===== src/common/axis_tx_pkg.sv =====
/* Stream widths, MTU and queue sizing shared by the packet transmitter.
   DATA_BYTES and QUEUE_DEPTH must be powers of two, DATA_BYTES at least 2. */
`default_nettype none

package axis_tx_pkg;

    // Stream beat geometry.
    localparam int DATA_BYTES = 4;
    localparam int DATA_WIDTH = DATA_BYTES * 8;
    localparam int USER_WIDTH = 8;

    // Largest packet, and a length port wide enough to hold it.
    localparam int MTU_BYTES = 64;
    localparam int LEN_WIDTH = $clog2(MTU_BYTES + 1);

    localparam int MAX_BEATS = MTU_BYTES / DATA_BYTES;
    localparam int BEAT_IDX_WIDTH = $clog2(MAX_BEATS); // Index of a beat in a packet.
    localparam int LANE_IDX_WIDTH = $clog2(DATA_BYTES); // Byte lane within a beat.

    // Beat queue in the stream driver.
    localparam int QUEUE_DEPTH = 4;
    localparam int QUEUE_PTR_WIDTH = $clog2(QUEUE_DEPTH);
    localparam int QUEUE_CNT_WIDTH = QUEUE_PTR_WIDTH + 1; // Holds 0 to QUEUE_DEPTH.

    typedef enum logic [0:0] {
        gen_idle = 1'b0, // Waiting for a request.
        gen_emit = 1'b1  // Writing beats into the driver queue.
    } gen_state_t;

endpackage

`default_nettype wire


===== src/axis_packet_generator/axis_packet_generator.sv =====
/* Requests with a length of 0 or above MTU_BYTES are dropped and busy stays low.
   Lanes are little endian, byte k of the packet leaves in lane k mod DATA_BYTES. */
`timescale 1ns/1ps
`default_nettype none

module axis_packet_generator (
    input  var logic                                        axis_packet_out,
    input  var logic                                        reset,

    input  var logic                                        send_packet_req,
    input  var logic [axis_tx_pkg::LEN_WIDTH-1:0]           packet_byte_length,
    input  var logic [axis_tx_pkg::USER_WIDTH-1:0]          packet_user,
    input  var logic [axis_tx_pkg::MTU_BYTES*8-1:0]         packet_data,
    output var logic                                        busy,

    input  var logic                                        queue_full,
    output var logic                                        beat_valid,
    output var logic [axis_tx_pkg::DATA_WIDTH-1:0]          beat_data,
    output var logic [axis_tx_pkg::DATA_BYTES-1:0]          beat_keep,
    output var logic                                        beat_last,
    output var logic [axis_tx_pkg::USER_WIDTH-1:0]          beat_user
);

    import axis_tx_pkg::*;

    gen_state_t                     state;
    logic                           len_ok;
    logic                           accept;

    // Packet held for the whole emit phase.
    logic [MTU_BYTES*8-1:0]         data_q;
    logic [USER_WIDTH-1:0]          user_q;
    logic [LEN_WIDTH-1:0]           len_q;
    logic [BEAT_IDX_WIDTH-1:0]      last_idx;

    logic [BEAT_IDX_WIDTH-1:0]      beat_idx;
    logic [LANE_IDX_WIDTH-1:0]      tail_bytes;

    assign len_ok = (packet_byte_length != '0) &&
                    (packet_byte_length <= LEN_WIDTH'(MTU_BYTES));
    assign accept = (state == gen_idle) && send_packet_req && len_ok;

    assign busy = (state == gen_emit);

    always_ff @(posedge axis_packet_out) begin
        if (reset) begin
            state    <= gen_idle;
            beat_idx <= '0;
        end else begin
            case (state)
                gen_idle: begin
                    if (accept) begin
                        state    <= gen_emit;
                        beat_idx <= '0;
                    end
                end
                gen_emit: begin
                    if (beat_valid) begin
                        if (beat_last) begin
                            state <= gen_idle; // Final beat queued.
                        end else begin
                            beat_idx <= beat_idx + 1'b1;
                        end
                    end
                end
                default: begin
                    state <= gen_idle;
                end
            endcase
        end
    end

    // Capture the request on acceptance only.
    always_ff @(posedge axis_packet_out) begin
        if (accept) begin
            data_q   <= packet_data;
            user_q   <= packet_user;
            len_q    <= packet_byte_length;
            last_idx <= BEAT_IDX_WIDTH'((packet_byte_length - 1'b1) / DATA_BYTES);
        end
    end

    // One beat per cycle while the driver has room.
    assign beat_valid = (state == gen_emit) && !queue_full;
    assign beat_last  = (beat_idx == last_idx);
    assign beat_user  = user_q;

    // Beat w covers bytes w*DATA_BYTES upward, lowest byte in lane 0.
    assign beat_data = data_q[beat_idx*DATA_WIDTH +: DATA_WIDTH];

    assign tail_bytes = len_q[LANE_IDX_WIDTH-1:0]; // Length mod DATA_BYTES.

    always_comb begin
        for (int lane = 0; lane < DATA_BYTES; lane++) begin
            if (!beat_last || tail_bytes == '0) begin
                beat_keep[lane] = 1'b1;
            end else begin
                beat_keep[lane] = (LANE_IDX_WIDTH'(lane) < tail_bytes); // Partial tail.
            end
        end
    end

endmodule

`default_nettype wire


===== src/axis_packet_generator/axis_stream_driver.sv =====
/* Beats leave one cycle after they are written, through a registered output stage.
   The generator must not write while queue_full is high. */
`timescale 1ns/1ps
`default_nettype none

module axis_stream_driver (
    input  var logic                                        axis_packet_out,
    input  var logic                                        reset,

    input  var logic                                        beat_valid,
    input  var logic [axis_tx_pkg::DATA_WIDTH-1:0]          beat_data,
    input  var logic [axis_tx_pkg::DATA_BYTES-1:0]          beat_keep,
    input  var logic                                        beat_last,
    input  var logic [axis_tx_pkg::USER_WIDTH-1:0]          beat_user,
    output var logic                                        queue_full,

    output var logic                                        tvalid,
    input  var logic                                        tready,
    output var logic [axis_tx_pkg::DATA_WIDTH-1:0]          tdata,
    output var logic [axis_tx_pkg::DATA_BYTES-1:0]          tkeep,
    output var logic                                        tlast,
    output var logic [axis_tx_pkg::USER_WIDTH-1:0]          tuser
);

    import axis_tx_pkg::*;

    logic [DATA_WIDTH-1:0]          mem_data [QUEUE_DEPTH];
    logic [DATA_BYTES-1:0]          mem_keep [QUEUE_DEPTH];
    logic                           mem_last [QUEUE_DEPTH];
    logic [USER_WIDTH-1:0]          mem_user [QUEUE_DEPTH];

    logic [QUEUE_PTR_WIDTH-1:0]     wr_ptr;
    logic [QUEUE_PTR_WIDTH-1:0]     rd_ptr;
    logic [QUEUE_CNT_WIDTH-1:0]     count;

    logic                           push;
    logic                           pop;

    assign queue_full = (count == QUEUE_CNT_WIDTH'(QUEUE_DEPTH));
    assign push       = beat_valid && !queue_full;

    // Head moves to the output when it is empty or being taken.
    assign pop = (count != '0) && (!tvalid || tready);

    always_ff @(posedge axis_packet_out) begin
        if (push) begin
            mem_data[wr_ptr] <= beat_data;
            mem_keep[wr_ptr] <= beat_keep;
            mem_last[wr_ptr] <= beat_last;
            mem_user[wr_ptr] <= beat_user;
        end
    end

    always_ff @(posedge axis_packet_out) begin
        if (reset) begin
            wr_ptr <= '0;
            rd_ptr <= '0;
            count  <= '0;
        end else begin
            if (push) begin
                wr_ptr <= wr_ptr + 1'b1; // Wraps at QUEUE_DEPTH.
            end
            if (pop) begin
                rd_ptr <= rd_ptr + 1'b1;
            end
            case ({push, pop})
                2'b10:   count <= count + 1'b1;
                2'b01:   count <= count - 1'b1;
                default: count <= count;
            endcase
        end
    end

    // Output stage holds still while tvalid is high and tready is low.
    always_ff @(posedge axis_packet_out) begin
        if (reset) begin
            tvalid <= 1'b0;
        end else if (!tvalid || tready) begin
            tvalid <= (count != '0);
        end
    end

    always_ff @(posedge axis_packet_out) begin
        if (pop) begin
            tdata <= mem_data[rd_ptr];
            tkeep <= mem_keep[rd_ptr];
            tlast <= mem_last[rd_ptr];
            tuser <= mem_user[rd_ptr];
        end
    end

endmodule

`default_nettype wire


===== src/design/axis_packet_tx_top.sv =====
/* Busy covers acceptance up to the queuing of the last beat, not its transfer.
   With tready high a packet leaves in consecutive cycles, tvalid two cycles after acceptance. */
`timescale 1ns/1ps
`default_nettype none

module axis_packet_tx_top (
    input  var logic                                        axis_packet_out,
    input  var logic                                        reset,

    input  var logic                                        send_packet_req,
    input  var logic [axis_tx_pkg::LEN_WIDTH-1:0]           packet_byte_length,
    input  var logic [axis_tx_pkg::USER_WIDTH-1:0]          packet_user,
    input  var logic [axis_tx_pkg::MTU_BYTES*8-1:0]         packet_data,
    output var logic                                        busy,

    output var logic                                        tvalid,
    input  var logic                                        tready,
    output var logic [axis_tx_pkg::DATA_WIDTH-1:0]          tdata,
    output var logic [axis_tx_pkg::DATA_BYTES-1:0]          tkeep,
    output var logic                                        tlast,
    output var logic [axis_tx_pkg::USER_WIDTH-1:0]          tuser
);

    import axis_tx_pkg::*;

    logic                           beat_valid;
    logic [DATA_WIDTH-1:0]          beat_data;
    logic [DATA_BYTES-1:0]          beat_keep;
    logic                           beat_last;
    logic [USER_WIDTH-1:0]          beat_user;
    logic                           queue_full;

    axis_packet_generator axis_packet_generator_inst (
        .axis_packet_out    (axis_packet_out),
        .reset              (reset),
        .send_packet_req    (send_packet_req),
        .packet_byte_length (packet_byte_length),
        .packet_user        (packet_user),
        .packet_data        (packet_data),
        .busy               (busy),
        .queue_full         (queue_full),
        .beat_valid         (beat_valid),
        .beat_data          (beat_data),
        .beat_keep          (beat_keep),
        .beat_last          (beat_last),
        .beat_user          (beat_user)
    );

    axis_stream_driver axis_stream_driver_inst (
        .axis_packet_out    (axis_packet_out),
        .reset              (reset),
        .beat_valid         (beat_valid),
        .beat_data          (beat_data),
        .beat_keep          (beat_keep),
        .beat_last          (beat_last),
        .beat_user          (beat_user),
        .queue_full         (queue_full),
        .tvalid             (tvalid),
        .tready             (tready),
        .tdata              (tdata),
        .tkeep              (tkeep),
        .tlast              (tlast),
        .tuser              (tuser)
    );

endmodule

`default_nettype wire


===== config.mk =====
export PLATFORM = sky130hd
export DESIGN_NAME = axis_packet_tx_top
export DESIGN_NICKNAME = d
export VERILOG_FILES = /design/src/common/axis_tx_pkg.sv /design/src/axis_packet_generator/axis_packet_generator.sv /design/src/axis_packet_generator/axis_stream_driver.sv /design/src/design/axis_packet_tx_top.sv
export SDC_FILE = /design/constraint.sdc
export NUM_CORES = 1
export LEC_CHECK = 0
export BUFFER_PORTS_ARGS = -buffer_cell sky130_fd_sc_hd__buf_2
export CORE_MARGIN = 1
export CORE_UTILIZATION = 35
export DETAILED_ROUTE_END_ITERATION = 10
export PLACE_DENSITY = 0.52
export SLEW_MARGIN = 10
export SYNTH_ARGS = -nofsm -noshare
export SYNTH_HDL_FRONTEND = slang
export SYNTH_SLANG_ARGS = --single-unit

===== constraint.sdc =====
create_clock -name axis_packet_out -period 19.5 [get_ports axis_packet_out]
set_clock_uncertainty 0.1 [all_clocks]
set_input_delay 0.975 -clock axis_packet_out [delete_from_list [all_inputs] [get_ports axis_packet_out]]
set_output_delay 0.975 -clock axis_packet_out [all_outputs]
set_load 0.05 [all_outputs]

# Yosys cells after proc, flatten, opt, wreduce, memory -nomap -nowiden
# Memory sizes are Yosys's and may differ from the RTL's. A register that Yosys moved wholly into a read port is not among the register bits.
# Cells that the tools add are included.
[op_classes] n_addsub=6 order_cmp=5 n_eq_ne=7 shift=1 mux=15 bitwise_logic=1 n_reduce_logical=16
[op_table] op="variable part select 512 x 10 -> 32 bit" count=1
[op_table] op="2-to-1 mux 4 bit" count=3
[op_table] op="2-to-1 mux 1 bit" count=9
[op_table] op="one-hot mux 4 bit (2 select lines)" count=1
[op_table] op="<= comparator 7 bit, second input constant" count=1
[op_table] op="nonzero test 7 bit" count=1
[op_table] op="logical AND 1 bit" count=6
[op_table] op="one-hot mux 3 bit (2 select lines)" count=1
[op_table] op="subtractor 6 x 1 -> 6 bit, second input constant" count=1
[op_table] op="adder 2 x 1 -> 2 bit, second input constant" count=2
[op_table] op="adder 4 x 1 -> 4 bit, second input constant" count=1
[op_table] op="== test 4 bit" count=1
[op_table] op="< comparator 1 x 2 -> 1 bit, first input constant" count=2
[op_table] op="< comparator 2 bit, first input constant" count=2
[op_table] op="!= test 2 x 1 -> 1 bit, second input constant" count=2
[op_table] op="adder 3 x 1 -> 3 bit, second input constant" count=1
[op_table] op="== test 3 bit, second input constant" count=1
[op_table] op="logical NOT 1 bit" count=3
[op_table] op="AND reduction 3 bit" count=1
[op_table] op="nonzero test 3 bit" count=1
[op_table] op="subtractor 3 x 1 -> 3 bit, second input constant" count=1
[op_table] op="== test 2 x 1 -> 1 bit, second input constant" count=1
[op_table] op="== test 2 bit, second input constant" count=1
[op_table] op="logical NOT 2 bit" count=1
[op_table] op="5 further kinds" count=6
[totals] reg_bits=539 mem_bits_rw=180 in_bits=531 out_inout_bits=47 word_cells=65 mem_count=4
[mem_list] name="axis_stream_driver_inst.mem_data" depth=4 width=32 rd=1 rd_ports_with_merged_regs=1 write_ports=1 line="axis_stream_driver.sv:27" source="logic [DATA_WIDTH-1:0] mem_data [QUEUE_DEPTH];"
[mem_list] name="axis_stream_driver_inst.mem_user" depth=4 width=8 rd=1 rd_ports_with_merged_regs=1 write_ports=1 line="axis_stream_driver.sv:30" source="logic [USER_WIDTH-1:0] mem_user [QUEUE_DEPTH];"
[mem_list] name="axis_stream_driver_inst.mem_keep" depth=4 width=4 rd=1 rd_ports_with_merged_regs=1 write_ports=1 line="axis_stream_driver.sv:28" source="logic [DATA_BYTES-1:0] mem_keep [QUEUE_DEPTH];"
[mem_list] name="axis_stream_driver_inst.mem_last" depth=4 width=1 rd=1 rd_ports_with_merged_regs=1 write_ports=1 line="axis_stream_driver.sv:29" source="logic mem_last [QUEUE_DEPTH];"

# Longest topological paths before layout
[depth] depth_word=6 mapped_depth=10 ltp_nobuf=9

# By module
# A second synthesis with hierarchy kept.
[hier_totals] hier_cells=1324 area_unflattened_um2=28723.8
[by_module_without_submodules] mod="axis_packet_generator" instances=1 cells_each=989 area_each_um2=20409.6
[by_module_without_submodules] mod="axis_stream_driver" instances=1 cells_each=335 area_each_um2=8314.2

# Worst setup path after synthesis
# Ideal clock, no wire load.
[synth_path] kind="input to register" startpoint="in packet_byte_length[3] (netlist bit)" endpoint="reg axis_packet_generator_inst.user_q[0] (netlist: axis_packet_generator_inst.beat_user[0]), enable pin" setup_ns=3.784 arrival_ns=10.340 required_ns=15.616 setup_slack_ns=5.276 cell_stages=3 cell_sequence="or4_4 > o311ai_2 > nand2_1"
[synth_via] elab_chain_cells=3 elab_cells_between_ends=4 cone_classes="order compare: 1; reduce/logical: 3"
[synth_lines] element="start: declaration" line="axis_packet_tx_top.sv:11" source="input var logic [axis_tx_pkg::LEN_WIDTH-1:0] packet_byte_length,"
[synth_lines] element="<= comparator 7 bit or nonzero test 7 bit (tied branches)" line="axis_packet_generator.sv:40, axis_packet_generator.sv:39"
[synth_lines] element="logical AND 1 bit *" line="axis_packet_generator.sv:39" source="assign len_ok = (packet_byte_length != '0) &&"
[synth_lines] element="logical AND 1 bit *" line="axis_packet_generator.sv:41" source="assign accept = (state == gen_idle) && send_packet_req && len_ok;"
[synth_lines] element="named net axis_packet_generator_inst.accept" line="axis_packet_generator.sv:28" source="logic accept;"
[synth_lines] element="end signal: assignment" line="axis_packet_generator.sv:77" source="user_q <= packet_user;"
[synth_lines] element="end: declaration" line="axis_packet_generator.sv:32" source="logic [USER_WIDTH-1:0] user_q;"
# Mark *: on every way through the listed nets, which the timed path passes. The rest lies on a longest branch.
# A chain may end at the register's enable or synchronous reset.

# Worst setup path in the final report
[layout_path] startpoint="in packet_byte_length[2] (netlist bit)" endpoint="reg axis_packet_generator_inst.data_q[360], enable pin"
[layout_via] elab_chain_cells=3 elab_cells_between_ends=4 cone_classes="order compare: 1; reduce/logical: 3"
[layout_lines] element="<= comparator 7 bit or nonzero test 7 bit (tied branches)" line="axis_packet_generator.sv:40, axis_packet_generator.sv:39"
[layout_lines] element="logical AND 1 bit *" line="axis_packet_generator.sv:39"
[layout_lines] element="logical AND 1 bit *" line="axis_packet_generator.sv:41"
[layout_lines] element="named net axis_packet_generator_inst.accept" line="axis_packet_generator.sv:28"
[layout_lines] element="end signal: assignment" line="axis_packet_generator.sv:76" source="data_q <= packet_data;"
[layout_lines] element="end: declaration" line="axis_packet_generator.sv:31" source="logic [MTU_BYTES*8-1:0] data_q;"
# Marked as above.

==> impl_summary.log <==
[metrics] cell count of the worst hold path: 2
[metrics] Main synth FF type: edfxtp_1
[metrics] startpoint type of the worst setup path: input port
[metrics] source of the critical timing path: packet_byte_length[2]
[metrics] critical path's largest stage delay: 940 ps
[metrics] flop and latch count out of synthesis: 764
[metrics] crit share post-route: 21.91%
[metrics] CTS root buffer: clkbuf_16
[metrics] Critical Path RT: 19640 ps
[metrics] row count: 103
[metrics] starting density of the core: 35.58%
[metrics] slowest cell on the critical path: buf_4
[metrics] combined buffer and inverter count along the critical path: 3
[metrics] Max clock buf depth: 3
[metrics] DRT antenna net count: 0
[metrics] die extent in x: 286.3 um
[metrics] Fin. Hold Viols: 0
[metrics] leading post-synthesis cells by cell area: edfxtp_1 (80%), mux4_2 (16%), dfxtp_1 (0.92%)
[metrics] Worst-Margin Slew: 1138 ps
[metrics] CTS Buf Count: 82
[metrics] Area Overhead vs Synth: 24.16%
[metrics] number of distinct standard cells referenced by the synthesized netlist: 40
[metrics] number of pins exceeding their max-slew limit in the final report: 0
[metrics] gpl congestion: 0.7809
[metrics] Final HPWL DP: 45.63 mm
[metrics] CP top delay family: buffers and inverters
[metrics] maximum ir drop on the vdd rail: 0.07060 mV
[metrics] pin count of the biggest net entering global routing: 89
[metrics] worst reg2reg endpoint: axis_packet_generator_inst.data_q[360]
[metrics] post-detailed-routing wire length: 68.25 mm
[metrics] P per Cell Area: 118.6 nW/um^2
[metrics] capturing element type of the critical path: flip-flop
[metrics] dominant cell type by count on the critical path: buf_4
[metrics] reported max-cap violation count: 0
[metrics] drt drc: 0
[metrics] sequential cell area fraction in the yosys report: 80.62%
[metrics] type of the setup path with the least slack: input port to flip-flop
[metrics] max_slew headroom: 24.11%
[metrics] Worst setup endpoint: axis_packet_generator_inst.data_q[360]
[metrics] most numerous cell types in the synthesized netlist: edfxtp_1 (751), mux4_2 (205), clkbuf_1 (21)
[metrics] most common cell in the netlist: edfxtp_1
[metrics] overall power of the completed layout: 4.166 mW
[metrics] maximum frequency from static timing analysis: 234.0 MHz
[metrics] internal reg-to-reg setup slack: 15550 ps
[metrics] share of flip-flops with an asynchronous set or reset: 0%
[metrics] number of global-route vias before repair: 15384
[metrics] Total Negative Setup Slacks: 0 ps
[metrics] Port Buffer Count: 577
[metrics] via count: 13861
[metrics] Congestion Overflow GR: 0
[metrics] Max Fanout on Critical Path: 88
[metrics] worst r2r src: axis_packet_generator_inst.busy
[metrics] portion of synthesized cell area occupied by the leading cell type: 79.70%
[metrics] number of H-tree levels: 3
[metrics] synthesized netlist cell count: 1110
[metrics] cell-by-cell listing of the critical path: buf_2, nor4_1, nand4_1, nand2_4, buf_4, buf_4
[metrics] number of gates on the worst path with buffers counted: 6
[metrics] count of TritonRoute iterations in the first routing pass: 5
[metrics] Finish-stage setup viols: 0
[metrics] unrepaired setup endpoints after global routing: no
[metrics] I/O Pins: 578
[metrics] first-pass GRT wire length: 99.48 mm
[metrics] outcome: finished, final reports clean
[metrics] core outline area: 79520 um^2
[metrics] Post-Synthesis Mean Instance Area: 25.49 um^2
[metrics] insertion delay of the later-clocked pin in the worst-skew pair: 630 ps
[metrics] wire length per cell after detailed routing: 23.82 um
[metrics] post-cts resize count: 0
[metrics] minimum period implied by the final worst setup slack: 4273 ps
[metrics] Synth warnings: 0
[metrics] Iteration-0 DRC Markers: 1027
[metrics] antenna violations before repair: 16
[metrics] fraction of layout cells with a size suffix above 1: 51.47%
[metrics] number of buffers added for setup after CTS: 0
[metrics] count of cells along the worst register-to-register path: 5
[metrics] arrival time at the worst endpoint: 4410 ps
[metrics] die extent in y: 286.3 um
[metrics] number of vias per cell after detailed routing: 4.838
[metrics] Die Area: 81980 um^2
[metrics] overall fraction of global-route tracks in use: 16.70%
[metrics] clock tree from TritonCTS: done
[metrics] cell type contributing the most total cell area after synthesis: edfxtp_1
[metrics] clock slew at reported path FFs: 60 ps
[metrics] clock sinks: 764
[metrics] CTS Hold Buffers Added: 0
[metrics] static leakage power: 12.07 nW
[metrics] EDFF count, synth: 751
[metrics] net total in the final layout: 2277
[metrics] netlist area before placement: 28290 um^2
[metrics] worst min-delay path class: flip-flop to flip-flop
==> stage by stage <==
| step | hold slack (ps) | utilization, % | area, um^2 | std cells | worst slack, ps |
|---|---|---|---|---|---|
| after CTS | 360.7 | 44.16 | 35110 | 2857 | 15240 |
| final | 403.6 | 44.18 | 35130 | 2865 | 15230 |
| after floorplan | 358.7 | - | 28310 | 1113 | 5276 |
| after global routing | 376.6 | 44.18 | 35130 | 2863 | 14940 |
| after global placement | 372.8 | 40.75 | 32400 | 2705 | 14650 |
| after detailed placement | 395.5 | 40.75 | 32400 | 2705 | 14530 |
==> placed cells by master, fill, tap and decap left out, types with 3 or more instances in the layout <==
master     instances
a21oi_1            3
and2_4             4
buf_2            577
buf_4             15
bufinv_16          9
clkbuf_1          17
clkbuf_16         83
clkinv_1          17
clkinv_2          15
clkinv_4           3
conb_1             4
dfxtp_1            8
dfxtp_4            4
diode_2            8
edfxtp_1         751
ha_1               6
inv_1             11
mux4_2           205
nand2_1            5
nand2b_1           3
nand3_1            4
nor2_1            10
o21ai_0            4
xnor2_1            8
xor2_1             4
==> state kept, by name, indices dropped and copies added, names as in the netlist, 4 cells and up <==
register,cells
axis_stream_driver_inst.mem_keep,16
axis_packet_generator_inst.last_idx,4
axis_stream_driver_inst.tdata,32
axis_packet_generator_inst.data_q,512
axis_stream_driver_inst.mem_last,4
axis_stream_driver_inst.mem_user,32
axis_stream_driver_inst.tuser,8
axis_packet_generator_inst.beat_user,8
axis_stream_driver_inst.mem_data,128
axis_stream_driver_inst.tkeep,4
axis_packet_generator_inst.beat_idx,4
==> cell families (layout without fill, tap and decap cells) <==
logic type	count (synthesis)	count (layout)	share of synthesized area, %
adders and majority gates	7	7	0.3361
other	1	12	0.01325
buffers and inverters	62	756	1.106
DFF	764	764	80.62
xor gates and xnor gates	12	12	0.3714
AOI/OAI and AO/OA	16	16	0.3892
and+or+nand+nor	42	42	0.8093
muxes	206	206	16.35
==> worst min-delay path by stage <==
stage	startpoint	end	slack [ps]
2_1_floorplan	axis_packet_generator_inst.beat_user[0]	axis_stream_driver_inst.mem_user[0][0]	360
3_3_place_gp	axis_packet_generator_inst.beat_user[5]	axis_stream_driver_inst.mem_user[3][5]	370
3_5_place_dp	axis_stream_driver_inst.count[2]	axis_stream_driver_inst.count[2]	400
4_1_cts	packet_data[222]	axis_packet_generator_inst.data_q[222]	360
5_1_grt	packet_data[222]	axis_packet_generator_inst.data_q[222]	380
6_report	axis_stream_driver_inst.count[2]	axis_stream_driver_inst.count[2]	400
==> area by class of cell <==
cell class	count	area (um^2)
fillers	6820	44380
flip-flops and latches	764	22830
multi-input cells	287	5210
repair buffers	592	3000
clock buffers	101	2155
well taps	1050	1314
clock inverters	51	558.0
inverters	12	46.29
diodes	8	20.02
==> report_power, final <==
| part | total [mW] | leakage, nW | internal (mW) | switching [mW] |
|---|---|---|---|---|
| sequential | 2.03 | 7.05 | 1.97 | 0.0619 |
| clock | 1.55 | 1.33 | 0.913 | 0.639 |
| combinational | 0.582 | 3.69 | 0.203 | 0.379 |
| total | 4.17 | 12.1 | 3.09 | 1.08 |
==> tightest hold or removal path: cells and delay by family (launching register included) <==
family	cells	cell delay [ps]
DFF	1	320
AOI/OAI and AO/OA	2	130
==> layer usage <==
layer | vias up | part of all wire [%] | track usage [%]
met1 | 7174 | 40 | 21.39
met2 | 494 | 51 | 28.14
met4 | 16 | 2.4 | 5.441
met3 | 114 | 6.6 | 3.808
met5 | - | 0.15 | 0
li1 | 6063 | - | -
Power figures use the tool's default switching activity.
